[src/hw/riscv_pkg.sv]
// RV32I core package with shared word types, ALU op codes, opcodes and the NOP word
package riscv_pkg;

    // Data, instruction and byte-address word
    typedef logic [31:0] word_t;

    // Register number x0..x31
    typedef logic [4:0] reg_addr_t;

    // ALU operation select
    typedef logic [2:0] alu_op_t;

    ////////////////////////////////////////////////////////////////////////////
    // ALU operations
    ////////////////////////////////////////////////////////////////////////////

    // ADD must stay zero, a bubble carries all-zero controls
    localparam alu_op_t ALU_ADD = 3'd0;
    localparam alu_op_t ALU_SUB = 3'd1;
    localparam alu_op_t ALU_AND = 3'd2;
    localparam alu_op_t ALU_OR  = 3'd3;
    localparam alu_op_t ALU_XOR = 3'd4;
    localparam alu_op_t ALU_SLT = 3'd5;

    ////////////////////////////////////////////////////////////////////////////
    // Major opcodes
    ////////////////////////////////////////////////////////////////////////////

    // Register-register ALU group
    localparam logic [6:0] OPC_OP     = 7'b0110011;
    // Register-immediate ALU group
    localparam logic [6:0] OPC_OP_IMM = 7'b0010011;
    localparam logic [6:0] OPC_LUI    = 7'b0110111;
    localparam logic [6:0] OPC_LOAD   = 7'b0000011;
    localparam logic [6:0] OPC_STORE  = 7'b0100011;

    // ADDI x0,x0,0
    localparam word_t NOP_INSTR = 32'h0000_0013;

endpackage

[src/hw/fetch_stage.sv]
// Fetch stage with instruction memory, program counter, run flag and IF/ID register
module fetch_stage #(
    parameter int IMEM_WORDS = 64
) (
    input  logic             clock,
    input  logic             reset,
    input  logic             start,
    input  riscv_pkg::word_t prog_address,
    input  riscv_pkg::word_t prog_addr,
    input  riscv_pkg::word_t prog_data,
    input  logic             prog_write,
    input  logic             stall,
    output riscv_pkg::word_t instruction
);

    localparam int IDX_W = $clog2(IMEM_WORDS);

    riscv_pkg::word_t imem [IMEM_WORDS];
    riscv_pkg::word_t pc;
    logic             running;
    logic [IDX_W-1:0] pc_index;
    logic             at_last;

    // PC is a byte address, memory is word indexed
    assign pc_index = pc[IDX_W+1:2];
    assign at_last  = (pc_index == IDX_W'(IMEM_WORDS - 1));

    // Program load only while idle
    always_ff @(posedge clock) begin
        if (prog_write && !running) begin
            imem[prog_addr[IDX_W-1:0]] <= prog_data;
        end
    end

    // Run flag and PC
    always_ff @(posedge clock) begin
        if (reset) begin
            running <= 1'b0;
            pc      <= '0;
        end else if (!running) begin
            if (start) begin
                running <= 1'b1;
                pc      <= prog_address;
            end
        end else if (!stall && !at_last) begin
            pc <= pc + 32'd4;
        end
    end

    // IF/ID register, holds under stall
    always_ff @(posedge clock) begin
        if (reset || !running) begin
            instruction <= riscv_pkg::NOP_INSTR;
        end else if (!stall) begin
            instruction <= imem[pc_index];
        end
    end

endmodule

[config.mk]
export PLATFORM = sky130hd
export DESIGN_NAME = fetch_stage
export DESIGN_NICKNAME = d
export VERILOG_FILES = /design/src/hw/riscv_pkg.sv /design/src/hw/fetch_stage.sv
export SDC_FILE = /design/constraint.sdc
export NUM_CORES = 2
export LEC_CHECK = 0
export ABC_CLOCK_PERIOD_IN_PS = 4000
export BUFFER_PORTS_ARGS = -buffer_cell sky130_fd_sc_hd__buf_4
export CAP_MARGIN = 25
export CELL_PAD_IN_SITES_DETAIL_PLACEMENT = 1
export CELL_PAD_IN_SITES_GLOBAL_PLACEMENT = 1
export CORE_MARGIN = 2
export CORE_UTILIZATION = 45
export DETAILED_ROUTE_END_ITERATION = 12
export PLACE_DENSITY = 0.66
export SETUP_SLACK_MARGIN = 0.15
export SLEW_MARGIN = 40
export SYNTH_ARGS = -nofsm -noshare
export SYNTH_HDL_FRONTEND = slang
export SYNTH_SLANG_ARGS = --single-unit
export TNS_END_PERCENT = 20
[constraint.sdc]
create_clock -name clock -period 4 [get_ports clock]
set_clock_uncertainty 0.2 [all_clocks]
set_input_delay 0.8 -clock clock [delete_from_list [all_inputs] [get_ports clock]]
set_output_delay 0.8 -clock clock [all_outputs]
set_load 0.02 [all_outputs]
==> results.sh <==
export IMPL_status="finished, final reports clean"
export IMPL_start_kind="flip-flop"
export IMPL_cp_top_family="flip-flops"
export IMPL_layout_commonest_cell="edfxtp_1"
export IMPL_fin_area_um2=92600
export IMPL_gp_congestion=0.8229
export IMPL_grt_pass1_wl_um=305500
export IMPL_synth_cell_types=50
export IMPL_grt_max_degree=65
export IMPL_io_buffers=80
export IMPL_grt_setup_unrepaired="false"
export IMPL_drcViolationCount=0
export IMPL_fmax_mhz=285.6
export IMPL_cts_num_sinks=2087
export IMPL_ys_ff_latch=2087
export IMPL_yosys_most_used_dff="edfxtp_1"
export IMPL_leakagePower_nw=28.39
export IMPL_clk_pin_slew_worst_paths_ns=0.06
export IMPL_die_h_um=427.2
export IMPL_cpMaxStageDelayCell="dfxtp_4"
export IMPL_drt_vias_per_instance=6.010
export IMPL_fin_nets=4136
export IMPL_finalMaxSlewViolations=0
export IMPL_cts_root_buf="clkbuf_16"
export IMPL_ant_nets=0
export IMPL_required_ns=4.54
export IMPL_slew_headroom_pct=43.09
export IMPL_tritoncts="yes"
export IMPL_drv_cap=0
export IMPL_place_inst=6174
export IMPL_wl_per_cell_um=32.44
export IMPL_synth_area_um2=80610
export IMPL_clkLatencyLatePin_ns=0.86
export IMPL_start_util_pct=45.23
export IMPL_wirelength_um=213300
export IMPL_drt_pass1_iterations=7
export IMPL_hp_start="prog_address[2]"
export IMPL_coreArea_um2=178200
export IMPL_ff2ff_path_depth=8
export IMPL_cpPeakStageDelay_ns=0.75
export IMPL_crit_type="flip-flop to flip-flop"
export IMPL_finalSetupViolations=0
export IMPL_cp_startpoint="pc[2]$_SDFFE_PP0P_"
export IMPL_syn_avg_cell_area_um2=21.66
export IMPL_period_needed_ns=3.501
export IMPL_n_fill_cell=15490
export IMPL_die_x_um=427.2
export IMPL_cp_arrival_ns=4.04
export IMPL_peakVddDrop_v=0.0004854
export IMPL_antenna_found_initial=14
export IMPL_grt_overflow=0
export IMPL_post_route_period_util_pct=87.53
export IMPL_whs_path_depth=3
export IMPL_finalSetupTns_ns=0
export IMPL_ys_warn_count=0
export IMPL_cts_resized=0
export IMPL_pin_count=133
export IMPL_syn_inst=3721
export IMPL_synth_nets=3823
export IMPL_cts_max_level=4
export IMPL_drt_initial_drc_count=4220
export IMPL_synth_edff_count=2048
export IMPL_hold_viol=0
export IMPL_critPathBufInv=2
export IMPL_numCtsBuffers=209
export IMPL_finalNonFillerCells=6577
export IMPL_hp_class="input port to flip-flop"
export IMPL_crit_fanout=32
export IMPL_die_area_um2=182500
export IMPL_drive_gt1_share_pct=28.87
export IMPL_grt_pass1_vias=41020
export IMPL_via_count=39530
export IMPL_worstPathCellList="buf_12 > buf_4 > mux4_2 > mux2i_1 > o22ai_1 > nor2_1 > nand3_1 > o221a_1"
export IMPL_clock_path_buffers=3
export IMPL_area_delta_synth_final_pct=14.87
export IMPL_worst_r2r_startpoint="pc[2]$_SDFFE_PP0P_"
export IMPL_power_density_nw_per_um2=504.2
export IMPL_post_dp_cell_area_um2=85760
export IMPL_async_reset_ff_share_pct=0
export IMPL_synth_seq_area_share_pct=77.26
export IMPL_dpl_hpwl_um=122800
export IMPL_path_depth=8
export IMPL_grtUsageTotal_pct=23.67
export IMPL_worstMarginPinSlew_ns=0.8537
export IMPL_total_power_w=0.04669
export IMPL_mostFrequentLayoutCells="edfxtp_1 (2048), mux4_2 (442), buf_4 (265)"
export IMPL_rows=155
export IMPL_cp_end_kind="flip-flop"
-- worst min-delay path, cell delays in order --
cell      delay, ns
buf_4          0.11
nand3b_1       0.09
a31oi_1        0.09
-- registers in the layout, indices dropped and copies added, names as in the netlist --
signal / count
pc: 6
running: 1
imem: 2048
instruction: 32
-- kinds of logic (layout without fill, tap and decap cells) --
family | count (synthesis) | count (layout) | share of synthesized area (%)
AO/OA/AOI/OAI | 356 | 356 | 2.943
adder cells (fa/ha/maj) | 1 | 1 | 0.01552
buffers and inverters | 219 | 710 | 1.520
flip-flops | 2087 | 2087 | 77.26
multiplexers | 785 | 785 | 16.75
other | 0 | 10 | 0
AND/OR/NAND/NOR | 273 | 273 | 1.509
-- synth_stat cells, types with 2 or more instances --
library cell | n | area, um2
buf_1 | 20 | 75.07
or3b_2 | 2 | 17.52
mux2i_1 | 249 | 2492
nand3_1 | 33 | 165.2
nor4_1 | 3 | 18.77
a221oi_1 | 42 | 367.9
edfxtp_1 | 2048 | 61500
a311oi_1 | 6 | 52.55
o22ai_1 | 47 | 294.0
mux4_2 | 442 | 9955
nor3_1 | 7 | 35.03
nor2b_1 | 11 | 68.82
a41oi_1 | 5 | 43.79
mux2_2 | 94 | 1059
and2_1 | 3 | 18.77
a22o_1 | 11 | 96.34
nand2_1 | 63 | 236.5
buf_6 | 24 | 270.3
buf_4 | 40 | 300.3
nor2_1 | 123 | 461.7
a32oi_1 | 6 | 52.55
o311ai_1 | 2 | 17.52
o22a_1 | 7 | 61.31
o221a_1 | 11 | 123.9
dfxtp_1 | 39 | 780.8
inv_1 | 5 | 18.77
a21boi_0 | 30 | 225.2
a221o_1 | 6 | 60.06
o211ai_1 | 9 | 67.56
nand2b_1 | 9 | 56.30
buf_2 | 55 | 275.3
clkbuf_1 | 74 | 277.8
a21oi_1 | 85 | 425.4
a31oi_1 | 5 | 31.28
o21ai_0 | 73 | 365.4
nand3b_1 | 12 | 90.09
nand4_1 | 2 | 12.51
a211oi_1 | 6 | 45.04
-- metrics by stage --
stage,setup slack [ns],hold WS [ns],util [%]
after floorplan,0.3900,0.3938,-
after global placement,0.5318,0.3538,48.10
after detailed placement,0.4268,0.3494,48.12
after CTS,0.4491,0.05389,51.90
after global routing,0.4323,0.08524,51.95
final,0.4987,0.1060,51.95
-- cell type report --
cell class	instances	area [um2]	share of cell area [%]
tap	2355	2947	3.182
clock inverter	112	1100	1.188
sequential	2087	62300	67.28
inverter	5	18.77	0.02027
timing repair buffer	316	2972	3.209
multi-input combinational	1415	17620	19.03
clock buffer	277	5620	6.070
antenna	10	25.02	0.02703
-- path summary, 6_finish.rpt --
check,endpoint,slack (ns)
max,instruction[20]$_SDFFE_PP0N_,0.50
max reg2reg,instruction[20]$_SDFFE_PP0N_,0.50
min,pc[2]$_SDFFE_PP0P_,0.11
min reg2reg,instruction[2]$_SDFFE_PP0N_,0.37
-- where the power goes --
group / leakage [nW] / switching (W) / internal (W)
Clock: 3.28 / 0.00825 / 0.0111
Sequential: 18.7 / 0.0000946 / 0.0241
Combinational: 6.38 / 0.00190 / 0.00126
Total: 28.4 / 0.0103 / 0.0364
-- repair_timing --
item	in CTS	in global routing
hold buffers	2	0
endpoints found under the hold margin	7	0
buffers inserted	0	0
-- per-layer routing --
layer,part of all wire (%),track usage [%],vias to the layer above
met3,5.7,3.170,304
met4,3.3,8.257,2
met1,42,33.59,21540
li1,-,-,16290
met5,0.0080,0,-
met2,49,37.94,1383
Power figures use the tool's default switching activity.
