File: config.mk
export PLATFORM = sky130hd
export DESIGN_NAME = memory_stage_flat
export DESIGN_NICKNAME = d
export VERILOG_FILES = /design/src/hw/riscv_pkg.sv /design/src/hw/pipe_if.sv /design/src/hw/memory_stage.sv /design/src/flat_wrapper.sv
export SDC_FILE = /design/constraint.sdc
export NUM_CORES = 2
export LEC_CHECK = 0
export BUFFER_PORTS_ARGS = -buffer_cell sky130_fd_sc_hd__buf_2
export CAP_MARGIN = 20
export CORE_UTILIZATION = 60
export DETAILED_ROUTE_END_ITERATION = 8
export HOLD_SLACK_MARGIN = 0.06
export PLACE_DENSITY = 0.78
export SLEW_MARGIN = 25
export SYNTH_ARGS = -nofsm -noshare
export SYNTH_HDL_FRONTEND = slang
export SYNTH_SLANG_ARGS = --single-unit
File: constraint.sdc
create_clock -name clock -period 7 [get_ports clock]
set_input_delay 1.75 -clock clock [delete_from_list [all_inputs] [get_ports clock]]
set_output_delay 1.75 -clock clock [all_outputs]
set_load 0.01 [all_outputs]
File: src/hw/riscv_pkg.sv
// RV32I core package with shared word types, ALU op codes, opcodes and the NOP word
package riscv_pkg;

    // Data, instruction and byte-address word
    typedef logic [31:0] word_t;

    // Register number x0..x31
    typedef logic [4:0] reg_addr_t;

    // ALU operation select
    typedef logic [2:0] alu_op_t;

    ////////////////////////////////////////////////////////////////////////////
    // ALU operations
    ////////////////////////////////////////////////////////////////////////////

    // ADD must stay zero, a bubble carries all-zero controls
    localparam alu_op_t ALU_ADD = 3'd0;
    localparam alu_op_t ALU_SUB = 3'd1;
    localparam alu_op_t ALU_AND = 3'd2;
    localparam alu_op_t ALU_OR  = 3'd3;
    localparam alu_op_t ALU_XOR = 3'd4;
    localparam alu_op_t ALU_SLT = 3'd5;

    ////////////////////////////////////////////////////////////////////////////
    // Major opcodes
    ////////////////////////////////////////////////////////////////////////////

    // Register-register ALU group
    localparam logic [6:0] OPC_OP     = 7'b0110011;
    // Register-immediate ALU group
    localparam logic [6:0] OPC_OP_IMM = 7'b0010011;
    localparam logic [6:0] OPC_LUI    = 7'b0110111;
    localparam logic [6:0] OPC_LOAD   = 7'b0000011;
    localparam logic [6:0] OPC_STORE  = 7'b0100011;

    // ADDI x0,x0,0
    localparam word_t NOP_INSTR = 32'h0000_0013;

endpackage

File: src/hw/pipe_if.sv


// EX/MEM bus, ALU result plus memory and writeback controls
interface ex_mem_if;
    riscv_pkg::word_t     alu_result;
    riscv_pkg::word_t     store_data;
    riscv_pkg::reg_addr_t rd;
    logic                 mem_read;
    logic                 mem_write;
    logic                 reg_write;

    // Execute reads its own fields back for forwarding
    modport producer (output alu_result, store_data, rd, mem_read, mem_write, reg_write);

    modport consumer (input alu_result, store_data, rd, mem_read, mem_write, reg_write);
endinterface

File: src/hw/memory_stage.sv
// Memory and writeback stage with data memory, MEM/WB register and result report
module memory_stage #(
    parameter int DMEM_WORDS = 64
) (
    input  logic                 clock,
    input  logic                 reset,
    ex_mem_if.consumer           ex_mem,
    output logic                 wb_write,
    output riscv_pkg::reg_addr_t wb_reg,
    output riscv_pkg::word_t     wb_data,
    output logic                 result_valid,
    output riscv_pkg::reg_addr_t result_reg,
    output riscv_pkg::word_t     result_data
);

    localparam int IDX_W = $clog2(DMEM_WORDS);

    riscv_pkg::word_t dmem [DMEM_WORDS];
    logic [IDX_W-1:0] mem_index;

    // MEM/WB register
    riscv_pkg::word_t memwb_load_data;
    riscv_pkg::word_t memwb_alu_result;
    logic             memwb_mem_read;
    logic             report_reg;

    // Word index from the byte address
    assign mem_index = ex_mem.alu_result[IDX_W+1:2];

    always_ff @(posedge clock) begin
        if (ex_mem.mem_write) begin
            dmem[mem_index] <= ex_mem.store_data;
        end
    end

    always_ff @(posedge clock) begin
        memwb_load_data  <= dmem[mem_index];
        memwb_alu_result <= ex_mem.alu_result;
        if (reset) begin
            wb_write       <= 1'b0;
            wb_reg         <= '0;
            memwb_mem_read <= 1'b0;
        end else begin
            wb_write       <= ex_mem.reg_write;
            wb_reg         <= ex_mem.rd;
            memwb_mem_read <= ex_mem.mem_read;
        end
    end

    assign wb_data = memwb_mem_read ? memwb_load_data : memwb_alu_result;

    ////////////////////////////////////////////////////////////////////////////
    // Result report
    ////////////////////////////////////////////////////////////////////////////

    // s1 and s2..s9, i.e. x9 and x18-x25
    assign report_reg = (wb_reg == 5'd9) || ((wb_reg >= 5'd18) && (wb_reg <= 5'd25));

    always_ff @(posedge clock) begin
        result_reg  <= wb_reg;
        result_data <= wb_data;
        if (reset) begin
            result_valid <= 1'b0;
        end else begin
            result_valid <= wb_write && report_reg;
        end
    end

endmodule

File: src/flat_wrapper.sv
// flat-port wrapper written by rule: the top's interface ports become plain ports
module memory_stage_flat 
#(
    parameter int DMEM_WORDS = 64
)
  (clock, reset, wb_write, wb_reg, wb_data, result_valid, result_reg, result_data, ex_mem_alu_result, ex_mem_store_data, ex_mem_rd, ex_mem_mem_read, ex_mem_mem_write, ex_mem_reg_write);
  ex_mem_if ex_mem_i ();
  input  logic clock;
  input  logic reset;
  output logic wb_write;
  output riscv_pkg::reg_addr_t wb_reg;
  output riscv_pkg::word_t wb_data;
  output logic result_valid;
  output riscv_pkg::reg_addr_t result_reg;
  output riscv_pkg::word_t result_data;
  input wire logic [$bits(ex_mem_i.alu_result)-1:0] ex_mem_alu_result;
  input wire logic [$bits(ex_mem_i.store_data)-1:0] ex_mem_store_data;
  input wire logic [$bits(ex_mem_i.rd)-1:0] ex_mem_rd;
  input wire logic [$bits(ex_mem_i.mem_read)-1:0] ex_mem_mem_read;
  input wire logic [$bits(ex_mem_i.mem_write)-1:0] ex_mem_mem_write;
  input wire logic [$bits(ex_mem_i.reg_write)-1:0] ex_mem_reg_write;
  assign ex_mem_i.alu_result = ex_mem_alu_result;
  assign ex_mem_i.store_data = ex_mem_store_data;
  assign ex_mem_i.rd = ex_mem_rd;
  assign ex_mem_i.mem_read = ex_mem_mem_read;
  assign ex_mem_i.mem_write = ex_mem_mem_write;
  assign ex_mem_i.reg_write = ex_mem_reg_write;
  memory_stage #(.DMEM_WORDS(DMEM_WORDS)) u_core (.clock(clock), .reset(reset), .ex_mem(ex_mem_i), .wb_write(wb_write), .wb_reg(wb_reg), .wb_data(wb_data), .result_valid(result_valid), .result_reg(result_reg), .result_data(result_data));
endmodule
==> results by group <==
Hold path
  – Worst min path class: reg -> reg
  – Hold path cells: 0

Routing
  – Routed wire length: 245,800 um
  – Remaining routing DRC violations: 0
  – Avg WL per Cell: 37.22 um
  – DRT Pass-1 Iters: 9
  – DR vias: 50,285
  – DRT iter0 DRCs: 10,524
  – Post-DRT Antenna Nets: 0
  – Vias per cell: 7.613

Place
  – Port Buf Inserts: 149
  – Placed cells: 6,230
  – Post-DP HPWL: 138,600 um
  – RD Place Congestion: 0.9296

STA
  – Clock Skew: 36.07 ps
  – Fin. Hold Viols: 0
  – RSZ-0062 raised after global routing: no
  – Fin crit period: 4868 ps
  – Min Hold Slack: 372.1 ps
  – Final Slew Violations: 0
  – Fin crit share: 69.54%
  – Rel. slew slack: 17.83%
  – Setup TNS Final: 0 ps
  – Final setup viols: 0
  – Slew @ Worst Pin: 1220 ps
  – Fmax: 205.4 MHz

Yosys
  – Number of synthesized flops with an enable pin: 2,048
  – Synth cell count leaders: 2,048 x edfxtp_1, 493 x a221oi_1, 290 x a22oi_1
  – Syn_area_per_cell: 17.84 um^2
  – Post-synthesis register bit count: 2,157
  – Ys async rst share: 0%
  – Ys Warns: 0
  – Yosys cell types: 61
  – Synth Net Count: 4,566
  – Share of the synthesized area in the top cell type: 76.75%
  – Most frequent cell after synthesis: edfxtp_1
  – Ys flop type: edfxtp_1
  – Sequential share of the synthesized area: 79.47%
  – Area leader, netlist: edfxtp_1
  – Cells after synthesis: 4,492
  – Mapped cell area: 80,130 um^2
  – Top cells by area, synth: edfxtp_1 77%, a221oi_1 5.4%, dfxtp_1 2.7%

Power and ir drop
  – Pwr/cell area: 292.2 nW/um^2
  – Leakage: 28.33 nW
  – Max rail drop VDD: 0.2466 mV

Critical path
  – Slowest CP cell: nor2_4
  – Worst Setup Path Type: in -> reg
  – CP max stage delay: 1010 ps
  – Critical Path Fanout Max: 57
  – Crit path capture type: flop
  – Stages on worst setup path: 5
  – Worst r2r path cells: 4
  – CP arrival: 5360 ps
  – Worst-path cell chain: clkbuf_8 > and2_4 > nand2_1 > nor2_4 > buf_4
  – Crit path launch type: primary input
  – Worst EP required: 7490 ps
  – Bufs and invs on worst path: 2
  – CP top delay family: simple AND/OR/NAND/NOR gates

Cells and area
  – Non-filler cells, final: 6,605
  – Biggest register: u_core.dmem
  – NumNets Final: 4,753
  – Largest register FFs: 2,048
  – Share of layout cells above drive strength 1: 16.80%
  – Area growth, synth to finish: 12.66%

Run
  – Max-cap viol count: 0

Clock network
  – Clk_lat worst skew: 850 ps
  – Setup Buffers After CTS: 0
  – Clock Path Buffers: 3
  – H-tree depth: 4
  – Post-CTS Resized: 0
  – CTS tree: yes
  – Total clock sinks: 2,157
  – Clock slew at reported path FFs: 60 ps
  – Hold_buf cts: 0
  – Root Buffer: clkbuf_16
  – TritonCTS buffer count: 201

Global route
  – Gr usage total: 36.03%
  – Vias in the first global route: 47,783
  – First-pass GRT wire length: 344,600 um
  – Initial antenna violation count: 21
  – Pin count of the biggest net entering global routing: 116
  – GR Overflow Total: 0

Die
  – Num rows: 133
  – Initial Utilization: 60.72%
  – Die width: 367.5 um
  – Ports: 150
  – Die H: 367.5 um
  – Die ar.: 135,000 um^2
  – Core Area: 132,000 um^2

Status
  – Status: finished clean
## cells by family after synthesis
logic type	synth area share, %
buf+inv	2.072
compound gates	11.61
simple gates	3.221
mux	3.630
flops	79.47
## area by class of cell
type	count	area (um^2)
flip-flops and latches	2157	63680
multi-input cells	1983	15370
clock buffers	281	5627
diodes	4	10.01
repair buffers	333	2724
clock inverters	89	646.9
inverters	3	21.27
fillers	7881	41690
well taps	1755	2196
## worst paths after layout
| check | slack, ps | end | from |
|---|---|---|---|
| worst max-delay path | 2130 | u_core.dmem[31][26]$_DFFE_PP_ | ex_mem_alu_result[2] |
| worst min-delay path | 370 | u_core.result_reg[1]$_DFF_P_ | u_core.wb_reg[1]$_SDFF_PP0_ |
| worst max register to register | 4440 | u_core.memwb_load_data[29]$_DFF_P_ | u_core.dmem[20][29]$_DFFE_PP_ |
| worst min register to register | 370 | u_core.result_reg[1]$_DFF_P_ | u_core.wb_reg[1]$_SDFF_PP0_ |
## through the flow
step	setup WS, ps	total power, mW	instance area (um^2)	utilization, %
after floorplan	1428	15.29	80130	-
after global placement	1409	15.99	83650	63.39
after detailed placement	1473	16.03	83960	63.62
after CTS	2276	26.27	90230	68.37
after global routing	2205	26.88	90260	68.40
final	2132	26.38	90270	68.41
## worst reg2reg max path, stage by stage, from the launching register on
cell and delay [ps]:
edfxtp_1 390, mux4_2 510, mux2i_1 550, o221ai_1 340
or4_1 610
## report_power, final
part | internal, mW | leakage, nW | switching, mW
sequential | 14.3 | 19.3 | 0.0713
combinational | 0.407 | 5.92 | 1.10
clock | 5.85 | 3.07 | 4.69
## layout by cell type (no fill, tap or decap), drive strengths merged, types with 4 or more instances in the layout
master / n
o221ai: 32
a22oi: 290
nand2: 94
a221o: 5
o32ai: 7
and2: 5
nand2b: 10
o211ai: 15
mux2: 55
a21oi: 77
or4: 12
o22ai: 92
nor3b: 4
a22o: 11
a31oi: 13
nor4: 19
nor3: 79
mux2i: 96
or3: 23
mux4: 59
clkbuf: 282
o22a: 13
nor4b: 4
nor2: 225
clkinv: 73
inv: 9
nand3: 39
o31a: 8
bufinv: 7
nand3b: 5
a211oi: 24
buf: 332
nor2b: 14
edfxtp: 2048
o21ai: 116
or2: 6
dfxtp: 109
a221oi: 493
diode: 4
## metal layers
layer  vias up  routed length [um]  GRT usage, %
met5         -                 163             0
met3      1014               43860         13.76
met1     24508               80060         47.74
li1      19205                   -             -
met2      5530              106600         52.17
met4        28               15130         18.49
No activity file was read; power rests on OpenSTA's default activity.
